==> src/source/shtp_macros.svh <==
`ifndef SHTP_MACROS_SVH
`define SHTP_MACROS_SVH

// ======================================================================
// Board timings in clock cycles
// ======================================================================
`define SHTP_RESET_WAIT      19'd300000  // Hub boot time after reset
`define SHTP_INT_TIMEOUT     19'd600     // Longest INT wait while initializing
`define SHTP_CMD_GAP         19'd30000   // Idle time after each command

// ======================================================================
// SHTP framing and protocol values
// ======================================================================
`define SHTP_HDR_BYTES       4
`define SHTP_MAX_LEN         16'd32766

// Channels
`define SHTP_CHAN_CONTROL    8'h02
`define SHTP_CHAN_REPORTS    8'h03
`define SHTP_CHAN_GYRO_RV    8'h05

// Report IDs
`define SHTP_ID_ROT_VEC      8'h05
`define SHTP_ID_GYRO         8'h02       // Calibrated gyroscope
`define SHTP_ID_SET_FEATURE  8'hFD
`define SHTP_ID_PROD_REQ     8'hF9

`define SHTP_INTERVAL_US     32'd20000   // 50 Hz report rate

`endif

==> src/source/shtp_pkg.sv <==
package shtp_pkg;

    typedef logic [7:0]         shtp_byte_t;    // One SPI byte
    typedef logic [15:0]        shtp_len_t;     // SHTP length field
    typedef logic [7:0]         shtp_cnt_t;     // Byte position within a stream
    typedef logic signed [15:0] sensor_word_t;  // Fixed-point axis value

    // Initialization commands in send order
    typedef enum logic [1:0] {
        PROD_ID,
        EN_ROT_VEC,
        EN_GYRO
    } cmd_sel_t;

    // Delay limits of the shared timer
    typedef enum logic [1:0] {
        DLY_RESET,
        DLY_INT,
        DLY_GAP
    } delay_sel_t;

    typedef enum logic [3:0] {
        ST_RESET_WAIT,  // Power-up wait
        ST_INIT_INT,    // INT wait with timeout
        ST_INIT_SEND,   // Command bytes out
        ST_INIT_GAP,    // Pause after a command
        ST_WAIT_DATA,
        ST_HEADER,
        ST_PAYLOAD,
        ST_ERROR
    } seq_state_t;

endpackage

==> src/source/shtp_rx_if.sv <==
`timescale 1ns/100ps

interface shtp_rx_if;
    import shtp_pkg::*;

    logic       byte_strobe;  // One cycle per received packet byte
    shtp_byte_t byte_data;
    logic       in_header;
    shtp_cnt_t  byte_idx;     // Header index or payload index

    modport sequencer (
        output byte_strobe, byte_data, in_header, byte_idx
    );

    modport parser (
        input  byte_strobe, byte_data, in_header, byte_idx
    );

endinterface

==> src/source/shtp_timer.sv <==
`timescale 1ns/100ps
`include "shtp_macros.svh"

module shtp_timer (
    input  logic                 clk,
    input  logic                 rst_n,
    input  logic                 clear,
    input  shtp_pkg::delay_sel_t sel,
    output logic                 expired
);
    import shtp_pkg::*;

    logic [18:0] count;
    logic [18:0] limit;

    always_comb begin
        case (sel)
            DLY_RESET: limit = `SHTP_RESET_WAIT;
            DLY_INT:   limit = `SHTP_INT_TIMEOUT;
            default:   limit = `SHTP_CMD_GAP;
        endcase
    end

    // Holds at the limit until the next clear
    always_ff @(posedge clk or negedge rst_n) begin
        if (!rst_n) begin
            count <= '0;
        end else if (clear) begin
            count <= '0;
        end else if (count < limit) begin
            count <= count + 19'd1;
        end
    end

    assign expired = (count == limit) && !clear;  // Stale count ignored while clearing

endmodule

==> src/source/init_cmd_rom.sv <==
`timescale 1ns/100ps
`include "shtp_macros.svh"

module init_cmd_rom (
    input  shtp_pkg::cmd_sel_t   cmd,
    input  shtp_pkg::shtp_cnt_t  idx,
    output shtp_pkg::shtp_byte_t cmd_byte,
    output logic                 last
);
    import shtp_pkg::*;

    localparam shtp_cnt_t   PROD_LEN = 8'd5;   // Header plus request ID
    localparam shtp_cnt_t   FEAT_LEN = 8'd17;  // Header plus set-feature body
    localparam logic [31:0] INTERVAL = `SHTP_INTERVAL_US;

    shtp_byte_t report_id;
    shtp_byte_t seq_num;

    // Both set-feature streams differ only in these two bytes
    assign report_id = (cmd == EN_GYRO) ? `SHTP_ID_GYRO : `SHTP_ID_ROT_VEC;
    assign seq_num   = (cmd == EN_GYRO) ? 8'd2 : 8'd1;

    always_comb begin
        if (cmd == PROD_ID) begin
            last = (idx == PROD_LEN - 8'd1);
            case (idx)
                8'd0:    cmd_byte = PROD_LEN;            // Length LSB
                8'd2:    cmd_byte = `SHTP_CHAN_CONTROL;
                8'd4:    cmd_byte = `SHTP_ID_PROD_REQ;
                default: cmd_byte = 8'h00;               // Length MSB and sequence
            endcase
        end else begin
            last = (idx == FEAT_LEN - 8'd1);
            case (idx)
                8'd0:    cmd_byte = FEAT_LEN;
                8'd2:    cmd_byte = `SHTP_CHAN_CONTROL;
                8'd3:    cmd_byte = seq_num;
                8'd4:    cmd_byte = `SHTP_ID_SET_FEATURE;
                8'd5:    cmd_byte = report_id;
                // Report interval, little-endian
                8'd9:    cmd_byte = INTERVAL[7:0];
                8'd10:   cmd_byte = INTERVAL[15:8];
                8'd11:   cmd_byte = INTERVAL[23:16];
                8'd12:   cmd_byte = INTERVAL[31:24];
                default: cmd_byte = 8'h00;               // Flags, sensitivity, batch interval
            endcase
        end
    end

endmodule

==> src/source/shtp_sequencer.sv <==
`timescale 1ns/100ps
`include "shtp_macros.svh"

module shtp_sequencer (
    input  logic                 clk,
    input  logic                 rst_n,
    input  logic                 int_n,
    input  logic                 spi_busy,
    input  logic                 spi_rx_valid,
    input  shtp_pkg::shtp_byte_t spi_rx_data,
    output logic                 spi_start,
    output shtp_pkg::shtp_byte_t spi_tx_data,
    output logic                 cs_n,
    output logic                 initialized,
    output logic                 error,
    output logic                 timer_clear,
    output shtp_pkg::delay_sel_t timer_sel,
    input  logic                 timer_expired,
    output shtp_pkg::cmd_sel_t   cmd,
    output shtp_pkg::shtp_cnt_t  cmd_idx,
    input  shtp_pkg::shtp_byte_t cmd_byte,
    input  logic                 cmd_last,
    shtp_rx_if.sequencer         rx
);
    import shtp_pkg::*;

    seq_state_t state;
    logic       int_meta;
    logic       int_sync;
    logic       pending;   // Byte in flight on the SPI master
    logic       xfer_go;
    logic       reading;
    shtp_cnt_t  byte_cnt;
    shtp_len_t  pkt_len;
    shtp_len_t  remain;    // Payload bytes still to read

    always_ff @(posedge clk or negedge rst_n) begin
        if (!rst_n) begin
            int_meta <= 1'b1;
            int_sync <= 1'b1;
        end else begin
            int_meta <= int_n;
            int_sync <= int_meta;
        end
    end

    assign xfer_go = !pending && !spi_busy && !spi_start;
    assign reading = (state == ST_HEADER) || (state == ST_PAYLOAD);

    always_comb begin
        case (state)
            ST_RESET_WAIT: timer_sel = DLY_RESET;
            ST_INIT_INT:   timer_sel = DLY_INT;
            default:       timer_sel = DLY_GAP;
        endcase
    end

    // ======================================================================
    // Main FSM
    // ======================================================================
    always_ff @(posedge clk or negedge rst_n) begin
        if (!rst_n) begin
            state       <= ST_RESET_WAIT;
            cs_n        <= 1'b1;
            spi_start   <= 1'b0;
            spi_tx_data <= 8'h00;
            pending     <= 1'b0;
            initialized <= 1'b0;
            error       <= 1'b0;
            timer_clear <= 1'b0;
            cmd         <= PROD_ID;
            cmd_idx     <= 8'd0;
            byte_cnt    <= 8'd0;
            pkt_len     <= 16'd0;
            remain      <= 16'd0;
        end else begin
            spi_start   <= 1'b0;
            timer_clear <= 1'b0;
            if (spi_rx_valid) begin
                pending <= 1'b0;
            end

            case (state)
                ST_RESET_WAIT: begin
                    if (timer_expired) begin
                        timer_clear <= 1'b1;
                        state       <= ST_INIT_INT;
                    end
                end

                ST_INIT_INT: begin
                    if (!int_sync) begin
                        cs_n    <= 1'b0;
                        cmd_idx <= 8'd0;
                        state   <= ST_INIT_SEND;
                    end else if (timer_expired) begin
                        error <= 1'b1;  // Hub never signalled ready
                        state <= ST_ERROR;
                    end
                end

                ST_INIT_SEND: begin
                    if (xfer_go) begin
                        spi_start   <= 1'b1;
                        spi_tx_data <= cmd_byte;
                        pending     <= 1'b1;
                    end
                    if (spi_rx_valid) begin
                        if (cmd_last) begin
                            cs_n        <= 1'b1;
                            timer_clear <= 1'b1;
                            state       <= ST_INIT_GAP;
                        end else begin
                            cmd_idx <= cmd_idx + 8'd1;
                        end
                    end
                end

                ST_INIT_GAP: begin
                    if (timer_expired) begin
                        if (cmd == EN_GYRO) begin
                            initialized <= 1'b1;
                            state       <= ST_WAIT_DATA;
                        end else begin
                            cmd         <= cmd_sel_t'(cmd + 2'd1);
                            timer_clear <= 1'b1;
                            state       <= ST_INIT_INT;
                        end
                    end
                end

                ST_WAIT_DATA: begin
                    if (!int_sync) begin
                        cs_n     <= 1'b0;
                        byte_cnt <= 8'd0;
                        state    <= ST_HEADER;
                    end
                end

                ST_HEADER: begin
                    if (xfer_go) begin
                        spi_start   <= 1'b1;
                        spi_tx_data <= 8'h00;
                        pending     <= 1'b1;
                    end
                    if (spi_rx_valid) begin
                        byte_cnt <= byte_cnt + 8'd1;
                        if (byte_cnt == 8'd0) begin
                            pkt_len[7:0] <= spi_rx_data;
                        end else if (byte_cnt == 8'd1) begin
                            pkt_len[15:8] <= {1'b0, spi_rx_data[6:0]};  // Continuation bit masked
                        end
                        if (byte_cnt == 8'(`SHTP_HDR_BYTES - 1)) begin
                            byte_cnt <= 8'd0;
                            remain   <= pkt_len - 16'(`SHTP_HDR_BYTES);
                            if (pkt_len > 16'(`SHTP_HDR_BYTES) && pkt_len <= `SHTP_MAX_LEN) begin
                                state <= ST_PAYLOAD;
                            end else begin
                                cs_n  <= 1'b1;  // Empty or corrupt packet
                                state <= ST_WAIT_DATA;
                            end
                        end
                    end
                end

                ST_PAYLOAD: begin
                    if (xfer_go) begin
                        spi_start   <= 1'b1;
                        spi_tx_data <= 8'h00;
                        pending     <= 1'b1;
                    end
                    if (spi_rx_valid) begin
                        if (byte_cnt != 8'hFF) begin
                            byte_cnt <= byte_cnt + 8'd1;  // Saturates on long packets
                        end
                        remain <= remain - 16'd1;
                        if (remain == 16'd1) begin
                            cs_n  <= 1'b1;
                            state <= ST_WAIT_DATA;
                        end
                    end
                end

                ST_ERROR: cs_n <= 1'b1;  // Sticky until reset

                default: state <= ST_ERROR;
            endcase
        end
    end

    // ======================================================================
    // Byte forwarding to the report parser
    // ======================================================================
    always_ff @(posedge clk or negedge rst_n) begin
        if (!rst_n) begin
            rx.byte_strobe <= 1'b0;
            rx.in_header   <= 1'b0;
            rx.byte_idx    <= 8'd0;
        end else begin
            rx.byte_strobe <= spi_rx_valid && reading;
            rx.in_header   <= (state == ST_HEADER);
            rx.byte_idx    <= byte_cnt;
        end
    end

    always_ff @(posedge clk) begin
        if (spi_rx_valid) begin
            rx.byte_data <= spi_rx_data;
        end
    end

endmodule

==> src/source/report_parser.sv <==
`timescale 1ns/100ps
`include "shtp_macros.svh"

module report_parser (
    input  logic                   clk,
    input  logic                   rst_n,
    shtp_rx_if.parser              rx,
    output logic                   quat_valid,
    output shtp_pkg::sensor_word_t quat_w,
    output shtp_pkg::sensor_word_t quat_x,
    output shtp_pkg::sensor_word_t quat_y,
    output shtp_pkg::sensor_word_t quat_z,
    output logic                   gyro_valid,
    output shtp_pkg::sensor_word_t gyro_x,
    output shtp_pkg::sensor_word_t gyro_y,
    output shtp_pkg::sensor_word_t gyro_z
);
    import shtp_pkg::*;

    shtp_byte_t   channel;
    shtp_byte_t   report_id;
    shtp_byte_t   low_byte;   // Pending LSB of the current field
    logic         accept;
    logic         is_quat;
    logic         is_gyro;
    logic         payload;
    sensor_word_t word;

    assign accept  = (channel == `SHTP_CHAN_REPORTS) || (channel == `SHTP_CHAN_GYRO_RV);
    assign is_quat = accept && (report_id == `SHTP_ID_ROT_VEC);
    assign is_gyro = accept && (report_id == `SHTP_ID_GYRO);
    assign payload = rx.byte_strobe && !rx.in_header;
    assign word    = sensor_word_t'({rx.byte_data, low_byte});  // Little-endian join

    // Fields start on even payload bytes
    always_ff @(posedge clk) begin
        if (payload && !rx.byte_idx[0]) begin
            low_byte <= rx.byte_data;
        end
    end

    always_ff @(posedge clk or negedge rst_n) begin
        if (!rst_n) begin
            channel    <= 8'h00;
            report_id  <= 8'h00;
            quat_valid <= 1'b0;
            gyro_valid <= 1'b0;
            quat_w     <= '0;
            quat_x     <= '0;
            quat_y     <= '0;
            quat_z     <= '0;
            gyro_x     <= '0;
            gyro_y     <= '0;
            gyro_z     <= '0;
        end else begin
            quat_valid <= 1'b0;
            gyro_valid <= 1'b0;
            if (rx.byte_strobe && rx.in_header && rx.byte_idx == 8'd2) begin
                channel <= rx.byte_data;
            end
            if (payload) begin
                case (rx.byte_idx)
                    8'd0: report_id <= rx.byte_data;
                    8'd5: begin
                        if (is_quat) quat_x <= word;
                        if (is_gyro) gyro_x <= word;
                    end
                    8'd7: begin
                        if (is_quat) quat_y <= word;
                        if (is_gyro) gyro_y <= word;
                    end
                    8'd9: begin
                        if (is_quat) quat_z <= word;
                        if (is_gyro) begin
                            gyro_z     <= word;
                            gyro_valid <= 1'b1;  // Gyro report complete
                        end
                    end
                    8'd11: begin
                        if (is_quat) begin
                            quat_w     <= word;
                            quat_valid <= 1'b1;  // Quaternion complete
                        end
                    end
                    default: ;
                endcase
            end
        end
    end

endmodule

==> src/source/bno085_controller.sv <==
`timescale 1ns/100ps

module bno085_controller (
    input  logic                   clk,
    input  logic                   rst_n,
    // SPI master byte handshake
    output logic                   spi_start,
    output shtp_pkg::shtp_byte_t   spi_tx_data,
    input  logic                   spi_busy,
    input  logic                   spi_rx_valid,
    input  shtp_pkg::shtp_byte_t   spi_rx_data,
    output logic                   cs_n,
    input  logic                   int_n,        // Hub data ready, active low
    // Sensor outputs
    output logic                   quat_valid,
    output shtp_pkg::sensor_word_t quat_w,
    output shtp_pkg::sensor_word_t quat_x,
    output shtp_pkg::sensor_word_t quat_y,
    output shtp_pkg::sensor_word_t quat_z,
    output logic                   gyro_valid,
    output shtp_pkg::sensor_word_t gyro_x,
    output shtp_pkg::sensor_word_t gyro_y,
    output shtp_pkg::sensor_word_t gyro_z,
    output logic                   initialized,
    output logic                   error
);
    import shtp_pkg::*;

    logic       timer_clear;
    logic       timer_expired;
    delay_sel_t timer_sel;
    cmd_sel_t   cmd;
    shtp_cnt_t  cmd_idx;
    shtp_byte_t cmd_byte;
    logic       cmd_last;

    shtp_rx_if rx_bus ();

    shtp_sequencer i_sequencer (
        .clk           (clk),
        .rst_n         (rst_n),
        .int_n         (int_n),
        .spi_busy      (spi_busy),
        .spi_rx_valid  (spi_rx_valid),
        .spi_rx_data   (spi_rx_data),
        .spi_start     (spi_start),
        .spi_tx_data   (spi_tx_data),
        .cs_n          (cs_n),
        .initialized   (initialized),
        .error         (error),
        .timer_clear   (timer_clear),
        .timer_sel     (timer_sel),
        .timer_expired (timer_expired),
        .cmd           (cmd),
        .cmd_idx       (cmd_idx),
        .cmd_byte      (cmd_byte),
        .cmd_last      (cmd_last),
        .rx            (rx_bus.sequencer)
    );

    shtp_timer i_timer (
        .clk     (clk),
        .rst_n   (rst_n),
        .clear   (timer_clear),
        .sel     (timer_sel),
        .expired (timer_expired)
    );

    init_cmd_rom i_cmd_rom (
        .cmd      (cmd),
        .idx      (cmd_idx),
        .cmd_byte (cmd_byte),
        .last     (cmd_last)
    );

    report_parser i_parser (
        .clk        (clk),
        .rst_n      (rst_n),
        .rx         (rx_bus.parser),
        .quat_valid (quat_valid),
        .quat_w     (quat_w),
        .quat_x     (quat_x),
        .quat_y     (quat_y),
        .quat_z     (quat_z),
        .gyro_valid (gyro_valid),
        .gyro_x     (gyro_x),
        .gyro_y     (gyro_y),
        .gyro_z     (gyro_z)
    );

endmodule

==> config.mk <==
export PLATFORM = sky130hd
export DESIGN_NAME = bno085_controller
export DESIGN_NICKNAME = d
export VERILOG_FILES = /design/src/source/shtp_pkg.sv /design/src/source/shtp_rx_if.sv /design/src/source/shtp_timer.sv /design/src/source/init_cmd_rom.sv /design/src/source/shtp_sequencer.sv /design/src/source/report_parser.sv /design/src/source/bno085_controller.sv
export VERILOG_INCLUDE_DIRS = /design/src /design/src/source
export SDC_FILE = /design/constraint.sdc
export NUM_CORES = 1
export LEC_CHECK = 0
export ABC_AREA = 1
export ABC_CLOCK_PERIOD_IN_PS = 4440
export BUFFER_PORTS_ARGS = -buffer_cell sky130_fd_sc_hd__buf_2
export CORE_ASPECT_RATIO = 1.4
export CORE_MARGIN = 4
export CORE_UTILIZATION = 50
export DETAILED_ROUTE_END_ITERATION = 10
export PLACE_DENSITY_LB_ADDON = 0.25
export SYNTH_ARGS = -nofsm -noshare
export SYNTH_HDL_FRONTEND = slang
export SYNTH_HIERARCHICAL = 1
export SYNTH_SLANG_ARGS = --single-unit
==> constraint.sdc <==
create_clock -name clk -period 4.44 [get_ports clk]
set_input_delay 0.666 -clock clk [delete_from_list [all_inputs] [get_ports clk]]
set_output_delay 0.666 -clock clk [all_outputs]
set_load 0.1 [all_outputs]
==> impl_metrics.env <==
export IMPL_drt_first_iter_violations=815
export IMPL_maxCapViolCount=0
export IMPL_post_cts_buffers=0
export IMPL_synth_flop_cell="dfrtp_1"
export IMPL_post_route_util_pct=56.6
export IMPL_vias_per_cell=5.53
export IMPL_start_kind="register"
export IMPL_synth_top_area_share_pct=44.9
export IMPL_drtPass1Iterations=5
export IMPL_synth_area_leader_cell="dfrtp_1"
export IMPL_numCtsBuffers=25
export IMPL_power_leakage_nw=7.57
export IMPL_grt_max_degree=105
export IMPL_ys_ff_latch=243
export IMPL_cp_max_fo=18
export IMPL_maxSlewViolCount=0
export IMPL_hpwlAfterDp_um=22300
export IMPL_synth_avg_cell_area_um2=8.24
export IMPL_cts_num_sinks=243
export IMPL_synth_area_um2=12500
export IMPL_start_util_pct=50.6
export IMPL_min_period_over_period_pct=59.5
export IMPL_hold_buffers=0
export IMPL_cts_root_buf="clkbuf_16"
export IMPL_clkLatencyLatePin_ns=0.51
export IMPL_tightest_slew_ns=1.28
export IMPL_synth_yosys_seq_area_share_pct=49.4
export IMPL_h_tree_depth=1
export IMPL_postSynthCellCount=1516
export IMPL_arrival_ns=3.04
export IMPL_setup_violations=0
export IMPL_p_comb_share_pct=22.7
export IMPL_fp_dieArea_um2=27600
export IMPL_portBuffers=138
export IMPL_grt_overflow_total=0
export IMPL_ir_drop_v=0.000413
export IMPL_drc_errors=0
export IMPL_synthTopCellsByArea="dfrtp_1 45%, nand2_1 15%, nand4_1 7.4%"
export IMPL_ys_async_sr_fraction_pct=93.4
export IMPL_yosysUniqueCellTypes=47
export IMPL_drive_above_1_share_pct=15.0
export IMPL_layout_commonest_cell="nand2_1"
export IMPL_status="finished, final reports clean"
export IMPL_clk_pin_slew_worst_paths_ns=0.06
export IMPL_setup_tns_ns=0
export IMPL_grt_pass1_vias=10100
export IMPL_final_setup_skew_ns=0.0105
export IMPL_switchingPower_w=0.00218
export IMPL_slew_headroom_pct=14.2
export IMPL_wl_per_cell_um=16.2
export IMPL_ant_nets=0
export IMPL_antenna_found_initial=3
export IMPL_ctsLongestPathBuffers=3
export IMPL_io_pins=139
export IMPL_rows=68
export IMPL_crit_type="reg -> reg"
export IMPL_p_per_area_nw_per_um2=454
export IMPL_post_cts_resize_count=0
export IMPL_p_clk_share_pct=32.7
export IMPL_fmax_ghz=0.379
export IMPL_nets=1654
export IMPL_p_sw_share_pct=34.4
export IMPL_period_needed_ns=2.64
export IMPL_num_vias=10800
export IMPL_coreArea_um2=24700
export IMPL_internal_power_w=0.00416
export IMPL_diodes=0
export IMPL_gr_usage_all_layers_pct=22.2
export IMPL_hold_viol=0
export IMPL_dieHeight_um=195
export IMPL_hp_class="in -> async"
export IMPL_crit_required_ns=4.84
export IMPL_ys_warn_count=6
export IMPL_synth_edf_count=16
export IMPL_gp_congestion=0.920
export IMPL_p_seq_share_pct=44.6
export IMPL_die_w_um=142
export IMPL_syn_num_nets=1550
export IMPL_rsz0062_at_grt="no"
export IMPL_tritoncts="yes"
export IMPL_layout_common_cells="496 x nand2_1, 224 x dfrtp_1, 148 x nand4_1"
export IMPL_end_kind="register"
export IMPL_syn_to_final_growth_pct=11.9
export IMPL_grt_pass1_wl_um=50800
export IMPL_routed_wl_um=31600
-- synth_stat cells (2+ instances only) --
cell type and number:
xnor2_1 3, nor2_4 14, o21ai_0 62, dfstp_2 3, buf_4 5, dfrtp_1 224
o31ai_1 3, o21bai_1 4, buf_2 45, nand2_4 4, inv_1 127, nand3_1 84
clkbuf_4 2, o21ai_1 13, nand4_1 148, buf_12 2, xor2_1 17, o22ai_1 2
o211ai_1 4, inv_2 9, nor3_1 10, edfxtp_1 16, nor2_1 111, nand2_1 496
buf_6 14, or2_4 2, a21oi_2 2, nor2_2 9, o21ai_2 4, a21oi_1 23
ha_1 21, nand3_4 4, nand2_2 5, nand3b_1 4, nand3_2 8
-- through the flow --
step	total power (W)	setup slack [ns]	cells	instance area, um2	hold WS, ns
CTS	0.00638	1.82	1953	14000	0.168
detailed placement	0.00429	1.82	1908	13200	0.348
finish	0.00634	1.80	1953	14000	0.141
floorplan	0.00391	2.17	1516	12500	0.345
global route	0.00672	1.57	1953	14000	0.187
global placement	0.00425	1.82	1908	13200	0.346
-- state kept, by name, indices dropped and copies added (netlist names), 15 cells and up --
register,flops
i_timer/count,19
i_parser/gyro_x,16
i_parser/gyro_y,16
i_parser/gyro_z,16
i_parser/quat_w,16
i_parser/quat_x,16
i_parser/quat_y,16
i_parser/quat_z,16
i_sequencer/remain,16
i_sequencer/pkt_len,15
-- worst max-delay path: stages (launching register included) --
cell,delay (ns)
dfrtp_1,0.42
inv_2,0.17
nand2_1,0.15
inv_1,0.20
ha_1,0.28
nand2_1,0.07
inv_1,0.07
nand3_1,0.08
nand2_1,0.08
a21oi_2,0.39
buf_4,0.28
nand2_4,0.15
nand3_1,0.11
nand2_1,0.06
-- cells by family (layout without fill, tap and decap cells) --
group | Yosys count | after routing | share of synthesized area [%]
AO/OA/AOI/OAI | 121 | 121 | 5.36
XOR/XNOR | 20 | 20 | 1.40
adder cells (fa/ha/maj) | 21 | 21 | 2.10
buffers and inverters | 207 | 329 | 8.08
flip-flops | 243 | 243 | 49.4
AND/OR/NAND/NOR | 904 | 904 | 33.7
-- power by group through the flow --
stage | sequential [W] | combinational (W) | clock, W
2_1_floorplan | 0.00279 | 0.00111 | 0
3_3_place_gp | 0.00285 | 0.00140 | 0
3_5_place_dp | 0.00286 | 0.00143 | 0
4_1_cts | 0.00282 | 0.00144 | 0.00212
5_1_grt | 0.00286 | 0.00165 | 0.00222
6_report | 0.00283 | 0.00144 | 0.00207
-- final timing paths --
path,from,end,slack (ns),depth (start not counted)
worst max-delay path,i_sequencer/state[2],i_timer/count[15],1.80,13
worst max register to register,i_sequencer/state[2],i_timer/count[15],1.80,13
max in group asynchronous,rst_n,i_parser/quat_w[14],3.28,2
worst min-delay path,rst_n,i_parser/quat_w[8],0.14,1
worst min register to register,i_sequencer/int_meta,i_sequencer/int_sync,0.36,0
min in group clk,int_n,i_sequencer/int_meta,0.26,1
-- cell type report --
class | count | area [um2]
tap | 315 | 394
clock inverter | 10 | 125
clock buffer | 35 | 673
sequential | 243 | 6160
inverter | 136 | 510
timing repair buffer | 148 | 788
fill | 2273 | 10700
multi-input combinational | 1066 | 5320
-- routing by layer --
| layer | track usage (%) | up-vias | wire (um) |
|---|---|---|---|
| li1 | - | 5193 | - |
| met2 | 37.8 | 380 | 15700 |
| met5 | 0 | - | 53 |
| met4 | 8.18 | 6 | 1090 |
| met1 | 28.7 | 5133 | 12700 |
| met3 | 3.23 | 80 | 2120 |
(Power assumes the default switching activity.)
